<file path="src/qla_pkg.sv">
// qla register map definitions
package qla_pkg;

    // ------------------------------
    // widths
    // ------------------------------
    localparam int NUM_AXES = 4;        // motor axes on the board
    localparam int DATA_W   = 32;       // host register word
    localparam int ADDR_W   = 16;       // host register address
    localparam int CUR_W    = 16;       // adc and dac sample width
    localparam int SPACE_W  = 4;        // address space field
    localparam int CHAN_W   = 4;        // channel field
    localparam int OFF_W    = 4;        // offset field
    localparam int ID_W     = 4;        // rotary switch width

    typedef logic [DATA_W-1:0] data_t;
    typedef logic [ADDR_W-1:0] addr_t;
    typedef logic [CUR_W-1:0]  current_t;   // offset binary
    typedef logic [CHAN_W-1:0] chan_t;
    typedef logic [OFF_W-1:0]  off_t;

    // ------------------------------
    // address map
    // ------------------------------
    localparam int SPACE_LSB = 12;      // addr[15:12]
    localparam int CHAN_LSB  = 4;       // addr[7:4]
    localparam int OFF_LSB   = 0;       // addr[3:0]

    // only the main space survives here
    typedef enum logic [SPACE_W-1:0] {
        SPACE_MAIN = 4'd0
    } space_e;

    typedef enum logic {
        OP_READ  = 1'b0,
        OP_WRITE = 1'b1
    } op_e;

    // axis channel offsets
    localparam off_t OFF_ADC_DATA = 4'd0;   // latest current feedback
    localparam off_t OFF_DAC_CTRL = 4'd1;   // current command

    // board channel offsets
    localparam off_t OFF_STATUS   = 4'd0;

    // status word layout
    localparam int STAT_EN_LSB   = 0;   // effective amp enables
    localparam int STAT_MASK_LSB = 8;   // write mask for enables
    localparam int STAT_DIS_LSB  = 8;   // safety disables on read
    localparam int STAT_ID_LSB   = 24;  // board id

    // ------------------------------
    // safety constants
    // ------------------------------
    localparam current_t CURRENT_MID   = 16'h8000;  // zero current
    localparam current_t SAFETY_MARGIN = 16'h0100;  // slack on the limit

endpackage

</file>
<file path="src/bus_decode.sv">
// request decode stage
module bus_decode (
    input  logic             sysclk,
    input  logic             reset,

    // host request
    input  logic             req_valid,
    output logic             req_ready,
    input  qla_pkg::op_e     req_op,
    input  qla_pkg::addr_t   req_addr,
    input  qla_pkg::data_t   req_wdata,

    // from the return stage
    input  logic             s1_advance,

    // stage 1 contents
    output logic             s1_valid,
    output qla_pkg::op_e     s1_op,
    output qla_pkg::space_e  s1_space,
    output qla_pkg::chan_t   s1_chan,
    output qla_pkg::off_t    s1_offset,
    output qla_pkg::data_t   s1_wdata
);

    logic accept;   // request handshake this cycle

    // room when empty or when the held request leaves now
    assign req_ready = ~s1_valid | s1_advance;
    assign accept    = req_valid & req_ready;

    // ------------------------------
    // occupancy
    // ------------------------------
    always_ff @(posedge sysclk) begin
        if (reset) begin
            s1_valid <= 1'b0;
        end else if (req_ready) begin
            s1_valid <= req_valid;   // refill or drain
        end
    end

    // ------------------------------
    // request fields
    // ------------------------------
    // only loaded on a handshake, held otherwise
    always_ff @(posedge sysclk) begin
        if (accept) begin
            s1_op     <= req_op;
            s1_space  <= qla_pkg::space_e'(req_addr[qla_pkg::SPACE_LSB +: qla_pkg::SPACE_W]);
            s1_chan   <= req_addr[qla_pkg::CHAN_LSB +: qla_pkg::CHAN_W];   // 0 is board
            s1_offset <= req_addr[qla_pkg::OFF_LSB +: qla_pkg::OFF_W];
            s1_wdata  <= req_wdata;
        end
    end

    // addr[11:8] carries nothing in this map

endmodule

</file>
<file path="src/axis_regs.sv">
// per-axis command and feedback registers
module axis_regs (
    input  logic                                     sysclk,
    input  logic                                     reset,

    // stage 1 request
    input  logic                                     s1_advance,
    input  qla_pkg::op_e                             s1_op,
    input  qla_pkg::space_e                          s1_space,
    input  qla_pkg::chan_t                           s1_chan,
    input  qla_pkg::off_t                            s1_offset,
    input  qla_pkg::data_t                           s1_wdata,

    // adc feedback words
    input  logic                                     cur_fb_valid,
    input  qla_pkg::current_t [qla_pkg::NUM_AXES-1:0] cur_fb,

    // dac commands and read value
    output qla_pkg::current_t [qla_pkg::NUM_AXES-1:0] dac_cmd,
    output qla_pkg::data_t                           axis_rdata
);

    localparam int IDX_W = $clog2(qla_pkg::NUM_AXES);   // axis index bits
    localparam int PAD_W = qla_pkg::DATA_W - qla_pkg::CUR_W;

    qla_pkg::current_t [qla_pkg::NUM_AXES-1:0] fb_latch;   // last feedback set
    logic                                     axis_hit;   // channel 1..NUM_AXES
    logic [IDX_W-1:0]                         axis_idx;   // channel minus one
    logic                                     cmd_wen;

    // ------------------------------
    // address decode
    // ------------------------------
    assign axis_hit = (s1_chan != '0) &&
                      (s1_chan <= qla_pkg::CHAN_W'(qla_pkg::NUM_AXES));
    assign axis_idx = IDX_W'(s1_chan - qla_pkg::chan_t'(1));

    // command write lands on the advance cycle
    assign cmd_wen = s1_advance &&
                     (s1_op == qla_pkg::OP_WRITE) &&
                     (s1_space == qla_pkg::SPACE_MAIN) &&
                     axis_hit &&
                     (s1_offset == qla_pkg::OFF_DAC_CTRL);

    // ------------------------------
    // dac command registers
    // ------------------------------
    always_ff @(posedge sysclk) begin
        if (reset) begin
            for (int i = 0; i < qla_pkg::NUM_AXES; i++) begin
                dac_cmd[i] <= qla_pkg::CURRENT_MID;   // start at zero current
            end
        end else if (cmd_wen) begin
            dac_cmd[axis_idx] <= s1_wdata[qla_pkg::CUR_W-1:0];   // low half only
        end
    end

    // ------------------------------
    // feedback capture
    // ------------------------------
    // whole array latched on each strobe
    always_ff @(posedge sysclk) begin
        if (reset) begin
            for (int i = 0; i < qla_pkg::NUM_AXES; i++) begin
                fb_latch[i] <= qla_pkg::CURRENT_MID;
            end
        end else if (cur_fb_valid) begin
            fb_latch <= cur_fb;
        end
    end

    // ------------------------------
    // read value
    // ------------------------------
    // space and op filtering happen in the return stage
    always_comb begin
        axis_rdata = '0;   // unused channels and offsets
        if (axis_hit) begin
            case (s1_offset)
                qla_pkg::OFF_ADC_DATA: axis_rdata = {{PAD_W{1'b0}}, fb_latch[axis_idx]};
                qla_pkg::OFF_DAC_CTRL: axis_rdata = {{PAD_W{1'b0}}, dac_cmd[axis_idx]};
                default:               axis_rdata = '0;
            endcase
        end
    end

endmodule

</file>
<file path="src/board_regs.sv">
// board status and amplifier enables
module board_regs (
    input  logic                         sysclk,
    input  logic                         reset,

    // stage 1 request
    input  logic                         s1_advance,
    input  qla_pkg::op_e                 s1_op,
    input  qla_pkg::space_e              s1_space,
    input  qla_pkg::chan_t               s1_chan,
    input  qla_pkg::off_t                s1_offset,
    input  qla_pkg::data_t               s1_wdata,

    // board inputs
    input  logic [qla_pkg::ID_W-1:0]     wenid,            // rotary switch, active low
    input  logic [qla_pkg::NUM_AXES-1:0] safety_disable,   // from the safety checks

    output logic [qla_pkg::NUM_AXES-1:0] amp_enable,
    output logic [qla_pkg::NUM_AXES-1:0] clear_disable,    // one pulse per re-enable
    output qla_pkg::data_t               board_rdata
);

    logic [qla_pkg::NUM_AXES-1:0] amp_en_q;    // host requested enables
    logic [qla_pkg::NUM_AXES-1:0] wr_mask;     // which axes this write touches
    logic [qla_pkg::NUM_AXES-1:0] wr_en;       // new enable values
    logic [qla_pkg::ID_W-1:0]     board_id;
    logic                         status_sel;  // channel 0, status offset
    logic                         status_wen;
    qla_pkg::data_t               status_word;

    assign board_id = ~wenid;   // switch reads inverted

    // ------------------------------
    // status write decode
    // ------------------------------
    assign status_sel = (s1_chan == '0) && (s1_offset == qla_pkg::OFF_STATUS);
    assign status_wen = s1_advance &&
                        (s1_op == qla_pkg::OP_WRITE) &&
                        (s1_space == qla_pkg::SPACE_MAIN) &&
                        status_sel;

    assign wr_mask = s1_wdata[qla_pkg::STAT_MASK_LSB +: qla_pkg::NUM_AXES];
    assign wr_en   = s1_wdata[qla_pkg::STAT_EN_LSB +: qla_pkg::NUM_AXES];

    // masked write of 1 lets the safety latch go
    assign clear_disable = status_wen ? (wr_mask & wr_en) : '0;

    always_ff @(posedge sysclk) begin
        if (reset) begin
            amp_en_q <= '0;   // amps off out of reset
        end else if (status_wen) begin
            amp_en_q <= (amp_en_q & ~wr_mask) | (wr_en & wr_mask);   // unmasked axes kept
        end
    end

    // safety disable always wins over the host
    assign amp_enable = amp_en_q & ~safety_disable;

    // ------------------------------
    // status read
    // ------------------------------
    always_comb begin
        status_word = '0;
        status_word[qla_pkg::STAT_EN_LSB +: qla_pkg::NUM_AXES]  = amp_enable;
        status_word[qla_pkg::STAT_DIS_LSB +: qla_pkg::NUM_AXES] = safety_disable;
        status_word[qla_pkg::STAT_ID_LSB +: qla_pkg::ID_W]      = board_id;
    end

    assign board_rdata = status_sel ? status_word : '0;   // other offsets read zero

endmodule

</file>
<file path="src/safety_check.sv">
// per-axis over-current check
module safety_check #(
    parameter int SAFETY_COUNT = 4   // consecutive bad samples before trip
) (
    input  logic              sysclk,
    input  logic              reset,
    input  logic              cur_fb_valid,         // new feedback sample
    input  qla_pkg::current_t cur_fb_axis,
    input  qla_pkg::current_t dac_cmd_axis,
    input  logic              clear_disable_axis,   // host re-enable
    output logic              safety_disable_axis
);

    localparam int CNT_W = $clog2(SAFETY_COUNT + 1);
    localparam int LIM_W = qla_pkg::CUR_W + 2;   // room for 2x plus margin

    qla_pkg::current_t fb_dist;    // |feedback - mid|
    qla_pkg::current_t cmd_dist;   // |command - mid|
    logic [LIM_W-1:0]  limit;
    logic              violation;
    logic [CNT_W-1:0]  bad_count;

    // ------------------------------
    // limit compare
    // ------------------------------
    assign fb_dist  = (cur_fb_axis >= qla_pkg::CURRENT_MID) ?
                      (cur_fb_axis - qla_pkg::CURRENT_MID) :
                      (qla_pkg::CURRENT_MID - cur_fb_axis);
    assign cmd_dist = (dac_cmd_axis >= qla_pkg::CURRENT_MID) ?
                      (dac_cmd_axis - qla_pkg::CURRENT_MID) :
                      (qla_pkg::CURRENT_MID - dac_cmd_axis);

    assign limit     = {1'b0, cmd_dist, 1'b0} + LIM_W'(qla_pkg::SAFETY_MARGIN);   // 2x + margin
    assign violation = LIM_W'(fb_dist) > limit;

    // ------------------------------
    // trip counter
    // ------------------------------
    always_ff @(posedge sysclk) begin
        if (reset || clear_disable_axis) begin
            bad_count           <= '0;
            safety_disable_axis <= 1'b0;
        end else if (cur_fb_valid) begin
            if (violation) begin
                if (bad_count != CNT_W'(SAFETY_COUNT)) begin
                    bad_count <= bad_count + 1'b1;   // saturates at the trip count
                end
                if (bad_count == CNT_W'(SAFETY_COUNT - 1)) begin
                    safety_disable_axis <= 1'b1;     // latched until cleared
                end
            end else begin
                bad_count <= '0;   // run broken
            end
        end
    end

endmodule

</file>
<file path="src/read_return.sv">
// response return stage
module read_return (
    input  logic            sysclk,
    input  logic            reset,

    // stage 1 request
    input  logic            s1_valid,
    input  qla_pkg::op_e    s1_op,
    input  qla_pkg::space_e s1_space,
    input  qla_pkg::chan_t  s1_chan,

    // read values from the register blocks
    input  qla_pkg::data_t  axis_rdata,
    input  qla_pkg::data_t  board_rdata,

    output logic            s1_advance,
    output logic            rsp_valid,
    input  logic            rsp_ready,
    output qla_pkg::data_t  rsp_rdata
);

    qla_pkg::data_t rdata_sel;

    // move on when the holding slot is free or draining now
    assign s1_advance = s1_valid & (~rsp_valid | rsp_ready);

    // writes and unmapped spaces answer zero
    always_comb begin
        if (s1_op == qla_pkg::OP_WRITE || s1_space != qla_pkg::SPACE_MAIN) begin
            rdata_sel = '0;
        end else begin
            rdata_sel = (s1_chan == '0) ? board_rdata : axis_rdata;   // chan 0 is board
        end
    end

    // ------------------------------
    // response slot
    // ------------------------------
    always_ff @(posedge sysclk) begin
        if (reset) begin
            rsp_valid <= 1'b0;
        end else if (s1_advance) begin
            rsp_valid <= 1'b1;
        end else if (rsp_ready) begin
            rsp_valid <= 1'b0;   // handshake done, nothing behind it
        end
    end

    always_ff @(posedge sysclk) begin
        if (s1_advance) begin
            rsp_rdata <= rdata_sel;   // held under back-pressure
        end
    end

endmodule

</file>
<file path="src/qla_top.sv">
// qla register pipeline top
module qla_top #(
    parameter int SAFETY_COUNT = 4
) (
    input  logic                                     sysclk,
    input  logic                                     reset,

    // host request
    input  logic                                     req_valid,
    output logic                                     req_ready,
    input  qla_pkg::op_e                             req_op,
    input  qla_pkg::addr_t                           req_addr,
    input  qla_pkg::data_t                           req_wdata,

    // response
    output logic                                     rsp_valid,
    input  logic                                     rsp_ready,
    output qla_pkg::data_t                           rsp_rdata,

    // board I/Os
    input  logic [qla_pkg::ID_W-1:0]                 wenid,          // rotary switch
    input  logic                                     cur_fb_valid,
    input  qla_pkg::current_t [qla_pkg::NUM_AXES-1:0] cur_fb,         // from adcs
    output qla_pkg::current_t [qla_pkg::NUM_AXES-1:0] dac_cmd,        // to dacs
    output logic [qla_pkg::NUM_AXES-1:0]             amp_enable
);

    // ------------------------------
    // stage 1 wires
    // ------------------------------
    logic            s1_valid;
    logic            s1_advance;
    qla_pkg::op_e    s1_op;
    qla_pkg::space_e s1_space;
    qla_pkg::chan_t  s1_chan;
    qla_pkg::off_t   s1_offset;
    qla_pkg::data_t  s1_wdata;

    qla_pkg::data_t  axis_rdata;
    qla_pkg::data_t  board_rdata;

    logic [qla_pkg::NUM_AXES-1:0] safety_disable;   // safety checks to board regs
    logic [qla_pkg::NUM_AXES-1:0] clear_disable;    // board regs to safety checks

    bus_decode u_decode (
        .sysclk(sysclk), .reset(reset),
        .req_valid(req_valid), .req_ready(req_ready), .req_op(req_op),
        .req_addr(req_addr), .req_wdata(req_wdata), .s1_advance(s1_advance),
        .s1_valid(s1_valid), .s1_op(s1_op), .s1_space(s1_space),
        .s1_chan(s1_chan), .s1_offset(s1_offset), .s1_wdata(s1_wdata)
    );

    axis_regs u_axis (
        .sysclk(sysclk), .reset(reset), .s1_advance(s1_advance),
        .s1_op(s1_op), .s1_space(s1_space), .s1_chan(s1_chan),
        .s1_offset(s1_offset), .s1_wdata(s1_wdata),
        .cur_fb_valid(cur_fb_valid), .cur_fb(cur_fb),
        .dac_cmd(dac_cmd), .axis_rdata(axis_rdata)
    );

    board_regs u_board (
        .sysclk(sysclk), .reset(reset), .s1_advance(s1_advance),
        .s1_op(s1_op), .s1_space(s1_space), .s1_chan(s1_chan),
        .s1_offset(s1_offset), .s1_wdata(s1_wdata), .wenid(wenid),
        .safety_disable(safety_disable), .amp_enable(amp_enable),
        .clear_disable(clear_disable), .board_rdata(board_rdata)
    );

    read_return u_return (
        .sysclk(sysclk), .reset(reset), .s1_valid(s1_valid),
        .s1_op(s1_op), .s1_space(s1_space), .s1_chan(s1_chan),
        .axis_rdata(axis_rdata), .board_rdata(board_rdata),
        .s1_advance(s1_advance), .rsp_valid(rsp_valid),
        .rsp_ready(rsp_ready), .rsp_rdata(rsp_rdata)
    );

    // one over-current check per axis
    for (genvar i = 0; i < qla_pkg::NUM_AXES; i++) begin : g_safety
        safety_check #(.SAFETY_COUNT(SAFETY_COUNT)) u_safe (
            .sysclk(sysclk), .reset(reset), .cur_fb_valid(cur_fb_valid),
            .cur_fb_axis(cur_fb[i]), .dac_cmd_axis(dac_cmd[i]),
            .clear_disable_axis(clear_disable[i]),
            .safety_disable_axis(safety_disable[i])
        );
    end

endmodule

</file>
<file path="config.mk">
export PLATFORM = sky130hd
export DESIGN_NAME = qla_top
export DESIGN_NICKNAME = d
export VERILOG_FILES = /design/src/qla_pkg.sv /design/src/bus_decode.sv /design/src/axis_regs.sv /design/src/board_regs.sv /design/src/safety_check.sv /design/src/read_return.sv /design/src/qla_top.sv
export SDC_FILE = /design/constraint.sdc
export NUM_CORES = 1
export LEC_CHECK = 0
export BUFFER_PORTS_ARGS = -buffer_cell sky130_fd_sc_hd__buf_2
export CAP_MARGIN = 20
export CELL_PAD_IN_SITES_DETAIL_PLACEMENT = 1
export CELL_PAD_IN_SITES_GLOBAL_PLACEMENT = 1
export CORE_MARGIN = 2
export CORE_UTILIZATION = 44
export DETAILED_ROUTE_END_ITERATION = 8
export PLACE_DENSITY = 0.93
export SETUP_SLACK_MARGIN = 0.4
export SYNTH_ARGS = -nofsm -noshare
export SYNTH_HDL_FRONTEND = slang
export SYNTH_SLANG_ARGS = --single-unit
</file>
<file path="constraint.sdc">
create_clock -name sysclk -period 4.7 [get_ports sysclk]
set_clock_uncertainty 0.05 [all_clocks]
set_input_delay 0.705 -clock sysclk [delete_from_list [all_inputs] [get_ports sysclk]]
set_output_delay 0.705 -clock sysclk [all_outputs]
set_load 0.005 [all_outputs]
</file>
==> impl_metrics.py <==
metrics = {
    "run_status": {
        "status": "complete, no violations",
    },
    "floorplan": {
        "die_h_microns": 177,
        "core-area_sq_mm": 0.0296,
        "die_area_sq_mm": 0.0314,
        "io_pins": 224,
        "die-width_microns": 177,
        "start_util_pct": 44.7,
        "rows": 63,
    },
    "pwr": {
        "power.density_mw_per_mm2": 260,
        "peakVddDrop_mv": 0.184,
        "p_leak_nw": 6.29,
    },
    "placement": {
        "port_buffers": 191,
        "placed_area_sq_mm": 0.0145,
        "dp.cells": 1979,
        "hpwl_mm": 37.0,
        "place.gp.congestion": 0.951,
    },
    "worst_hold_path": {
        "min_path_type": "in -> reg",
    },
    "yosys": {
        "synth_top_area_share_pct": 22.7,
        "synth_area_sq_mm": 0.0132,
        "yosys.area.top_type": "dfxtp_1",
        "yosysWarningCount": 0,
        "synth_area_leaders": "dfxtp_1 (23%), edfxtp_1 (11%), mux2i_1 (9.2%), ha_1 (8.3%), nor2_1 (6.1%)",
        "yosysUniqueCellTypes": 73,
        "synth_edf_count": 49,
        "synth.avg_cell_area_sq_um": 9.11,
        "synthFlopType": "dfxtp_1",
        "synth-seq-area-share_pct": 33.9,
        "async_reset_ff_share_pct": 0,
        "synth_cells": 1450,
        "ys_seq_elements": 199,
    },
    "layout": {
        "diodes": 0,
        "mostFrequentLayoutCell": "nor2_1",
        "final_cells": 2025,
        "postLayoutCellArea_sq_mm": 0.0155,
        "nFillCells": 3455,
        "area_growth_pct": 17.4,
        "drive_gt1_share_pct": 22.9,
        "fin_nets": 1832,
        "mostFrequentLayoutCells": "nor2_1 (214), buf_2 (189), dfxtp_1 (140)",
    },
    "routing": {
        "drtPass1Iterations": 7,
        "vias": 12800,
        "viasPerCell": 6.31,
        "drt_iter0_drc": 1284,
        "wirelength_mm": 52.8,
        "wl_per_cell_microns": 26.1,
        "ant_nets": 0,
        "drc": 0,
    },
    "timing": {
        "post-route-min-period_ns": 4.44,
        "slew_headroom_pct": 29.2,
        "clock.fmax_mhz": 225,
        "finalSetupViolations": 0,
        "hold_violations": 0,
        "holdWs_ns": 0.359,
        "max_slew.worst_pin.slew_ns": 1.06,
        "finalCritPeriodShare_pct": 94.4,
        "slew_violations": 0,
        "rsz0062_at_grt": "yes",
    },
    "critical_path": {
        "critPathArrivalTime_ns": 4.79,
        "cp.required_ns": 5.06,
        "start_kind": "flip-flop",
        "crit_type": "reg -> reg",
        "critical_path.max_fanout": 5,
        "cp-end-kind": "flip-flop",
    },
    "global_route": {
        "grt_max_degree": 97,
        "grt_usage_pct": 31.9,
        "grt_pass1_vias": 13100,
        "grt_pass1_wl_mm": 75.7,
        "overflow": 0,
        "grt_antenna_before_repair": 0,
    },
    "cts": {
        "cts_tree": "built",
        "cts_num_sinks": 199,
        "clkTransAtPathRegs_ns": 0.08,
        "clk_latency_ns": 0.47,
        "htreeDepth": 4,
        "cts-root-buf": "clkbuf_16",
        "cts-buffers-inserted": 17,
        "clock_path_buffers": 2,
    },
    "flow_run": {
        "maxCapViolCount": 0,
    },
}
## final timing paths
| kind | slack [ns] | start | end | depth (start not counted) |
|---|---|---|---|---|
| worst max-delay path | 0.26 | u_axis.dac_cmd[16]$_SDFFE_PP0P_ | g_safety[1].u_safe.bad_count[2]$_SDFFE_PP0P_ | 17 |
| worst min-delay path | 0.36 | req_wdata[14] | u_decode.s1_wdata[14]$_DFFE_PP_ | 1 |
| worst max register to register | 0.26 | u_axis.dac_cmd[16]$_SDFFE_PP0P_ | g_safety[1].u_safe.bad_count[2]$_SDFFE_PP0P_ | 17 |
| worst min register to register | 0.45 | g_safety[2].u_safe.bad_count[1]$_SDFFE_PP0P_ | g_safety[2].u_safe.bad_count[1]$_SDFFE_PP0P_ | 2 |
## state kept, by name, indices dropped and copies added, names as in the netlist, named ones only
| name | flops |
|---|---|
| u_decode.s1_offset | 4 |
| u_return.rsp_valid | 1 |
| u_return.rsp_rdata | 20 |
| u_decode.s1_valid | 1 |
| u_decode.s1_wdata | 16 |
| g_safety.u_safe.safety_disable_axis | 4 |
| u_axis.fb_latch | 64 |
| u_decode.s1_op | 1 |
| g_safety.u_safe.bad_count | 12 |
| u_decode.s1_space | 4 |
| u_decode.s1_chan | 4 |
| u_axis.dac_cmd | 64 |
## critical path, cell delays in order (launching register included)
cell and delay (ns):
dfxtp_4 0.37, buf_6 0.13, or4_4 0.54, nor4_4 0.27
nor2_1 0.09, xor2_1 0.26, ha_2 0.27, nand2_1 0.10
o21ai_1 0.21, nand2_1 0.11, ha_1 0.31, nand2_2 0.08
or4_4 0.56, a31o_4 0.24, a31oi_4 0.20, o41ai_4 0.19
nor3b_2 0.27, o21a_1 0.13
## synthesized netlist by cell type, types with 40 or more instances
| cell type | number |
|---|---|
| mux2i_1 | 121 |
| ha_1 | 88 |
| nor2_1 | 216 |
| inv_1 | 63 |
| a21oi_1 | 115 |
| clkbuf_1 | 59 |
| edfxtp_1 | 49 |
| dfxtp_1 | 150 |
| xor2_1 | 64 |
| nor3_1 | 40 |
| xnor2_1 | 64 |
| nand2_1 | 74 |
## metal layers
| metal | global-route usage (%) | vias up | wire length (microns) |
|---|---|---|---|
| li1 | - | 5503 | - |
| met1 | 39.6 | 6336 | 20300 |
| met2 | 53.4 | 759 | 25100 |
| met3 | 5.95 | 175 | 4800 |
| met4 | 15.1 | 0 | 2580 |
| met5 | 0 | - | 0 |
## per-stage QoR
stage	setup TNS (ns)	util [%]	power, W	setup slack (ns)
floorplan	0	-	0.00225	0.571
global placement	0	49.1	0.00242	0.228
detailed placement	-0.0513	49.1	0.00247	-0.0513
CTS	0	51.5	0.00399	0.378
global route	0	52.5	0.00415	0.172
finish	0	52.5	0.00404	0.263
## repair_timing
action,CTS,global route
resized for setup,19,49
hold buffers,0,0
setup buffers,4,9
cloned,0,0
setup endpoints to repair,12,16
pin swaps,4,30
## cell type report
class                           instances  area (sq um)  share of cell area, %
Tap cell                              390           488                   3.15
Multi-Input combinational cell       1102          8340                   53.8
Inverter                               64           240                   1.55
Timing Repair Buffer                  238          1340                   8.65
Clock buffer                           22           497                   3.20
Sequential cell                       199          4490                   29.0
Clock inverter                         10           104                  0.670
## report_power, final
group,switching [W],internal [W],total [W]
clock network,0.000724,0.000821,0.00155
logic,0.000357,0.000249,0.000607
registers,0.0000699,0.00181,0.00188
total,0.00115,0.00288,0.00404
## logic make-up after synthesis
family,after synthesis,share of synthesized area (%)
compound gates,238,11.6
xor+xnor,128,8.49
fa+ha+maj,88,8.34
buf+inv,160,5.14
flops,199,33.9
mux,153,14.6
other cells,1,0.0284
simple gates,483,17.9
(Power assumes the default switching activity.)
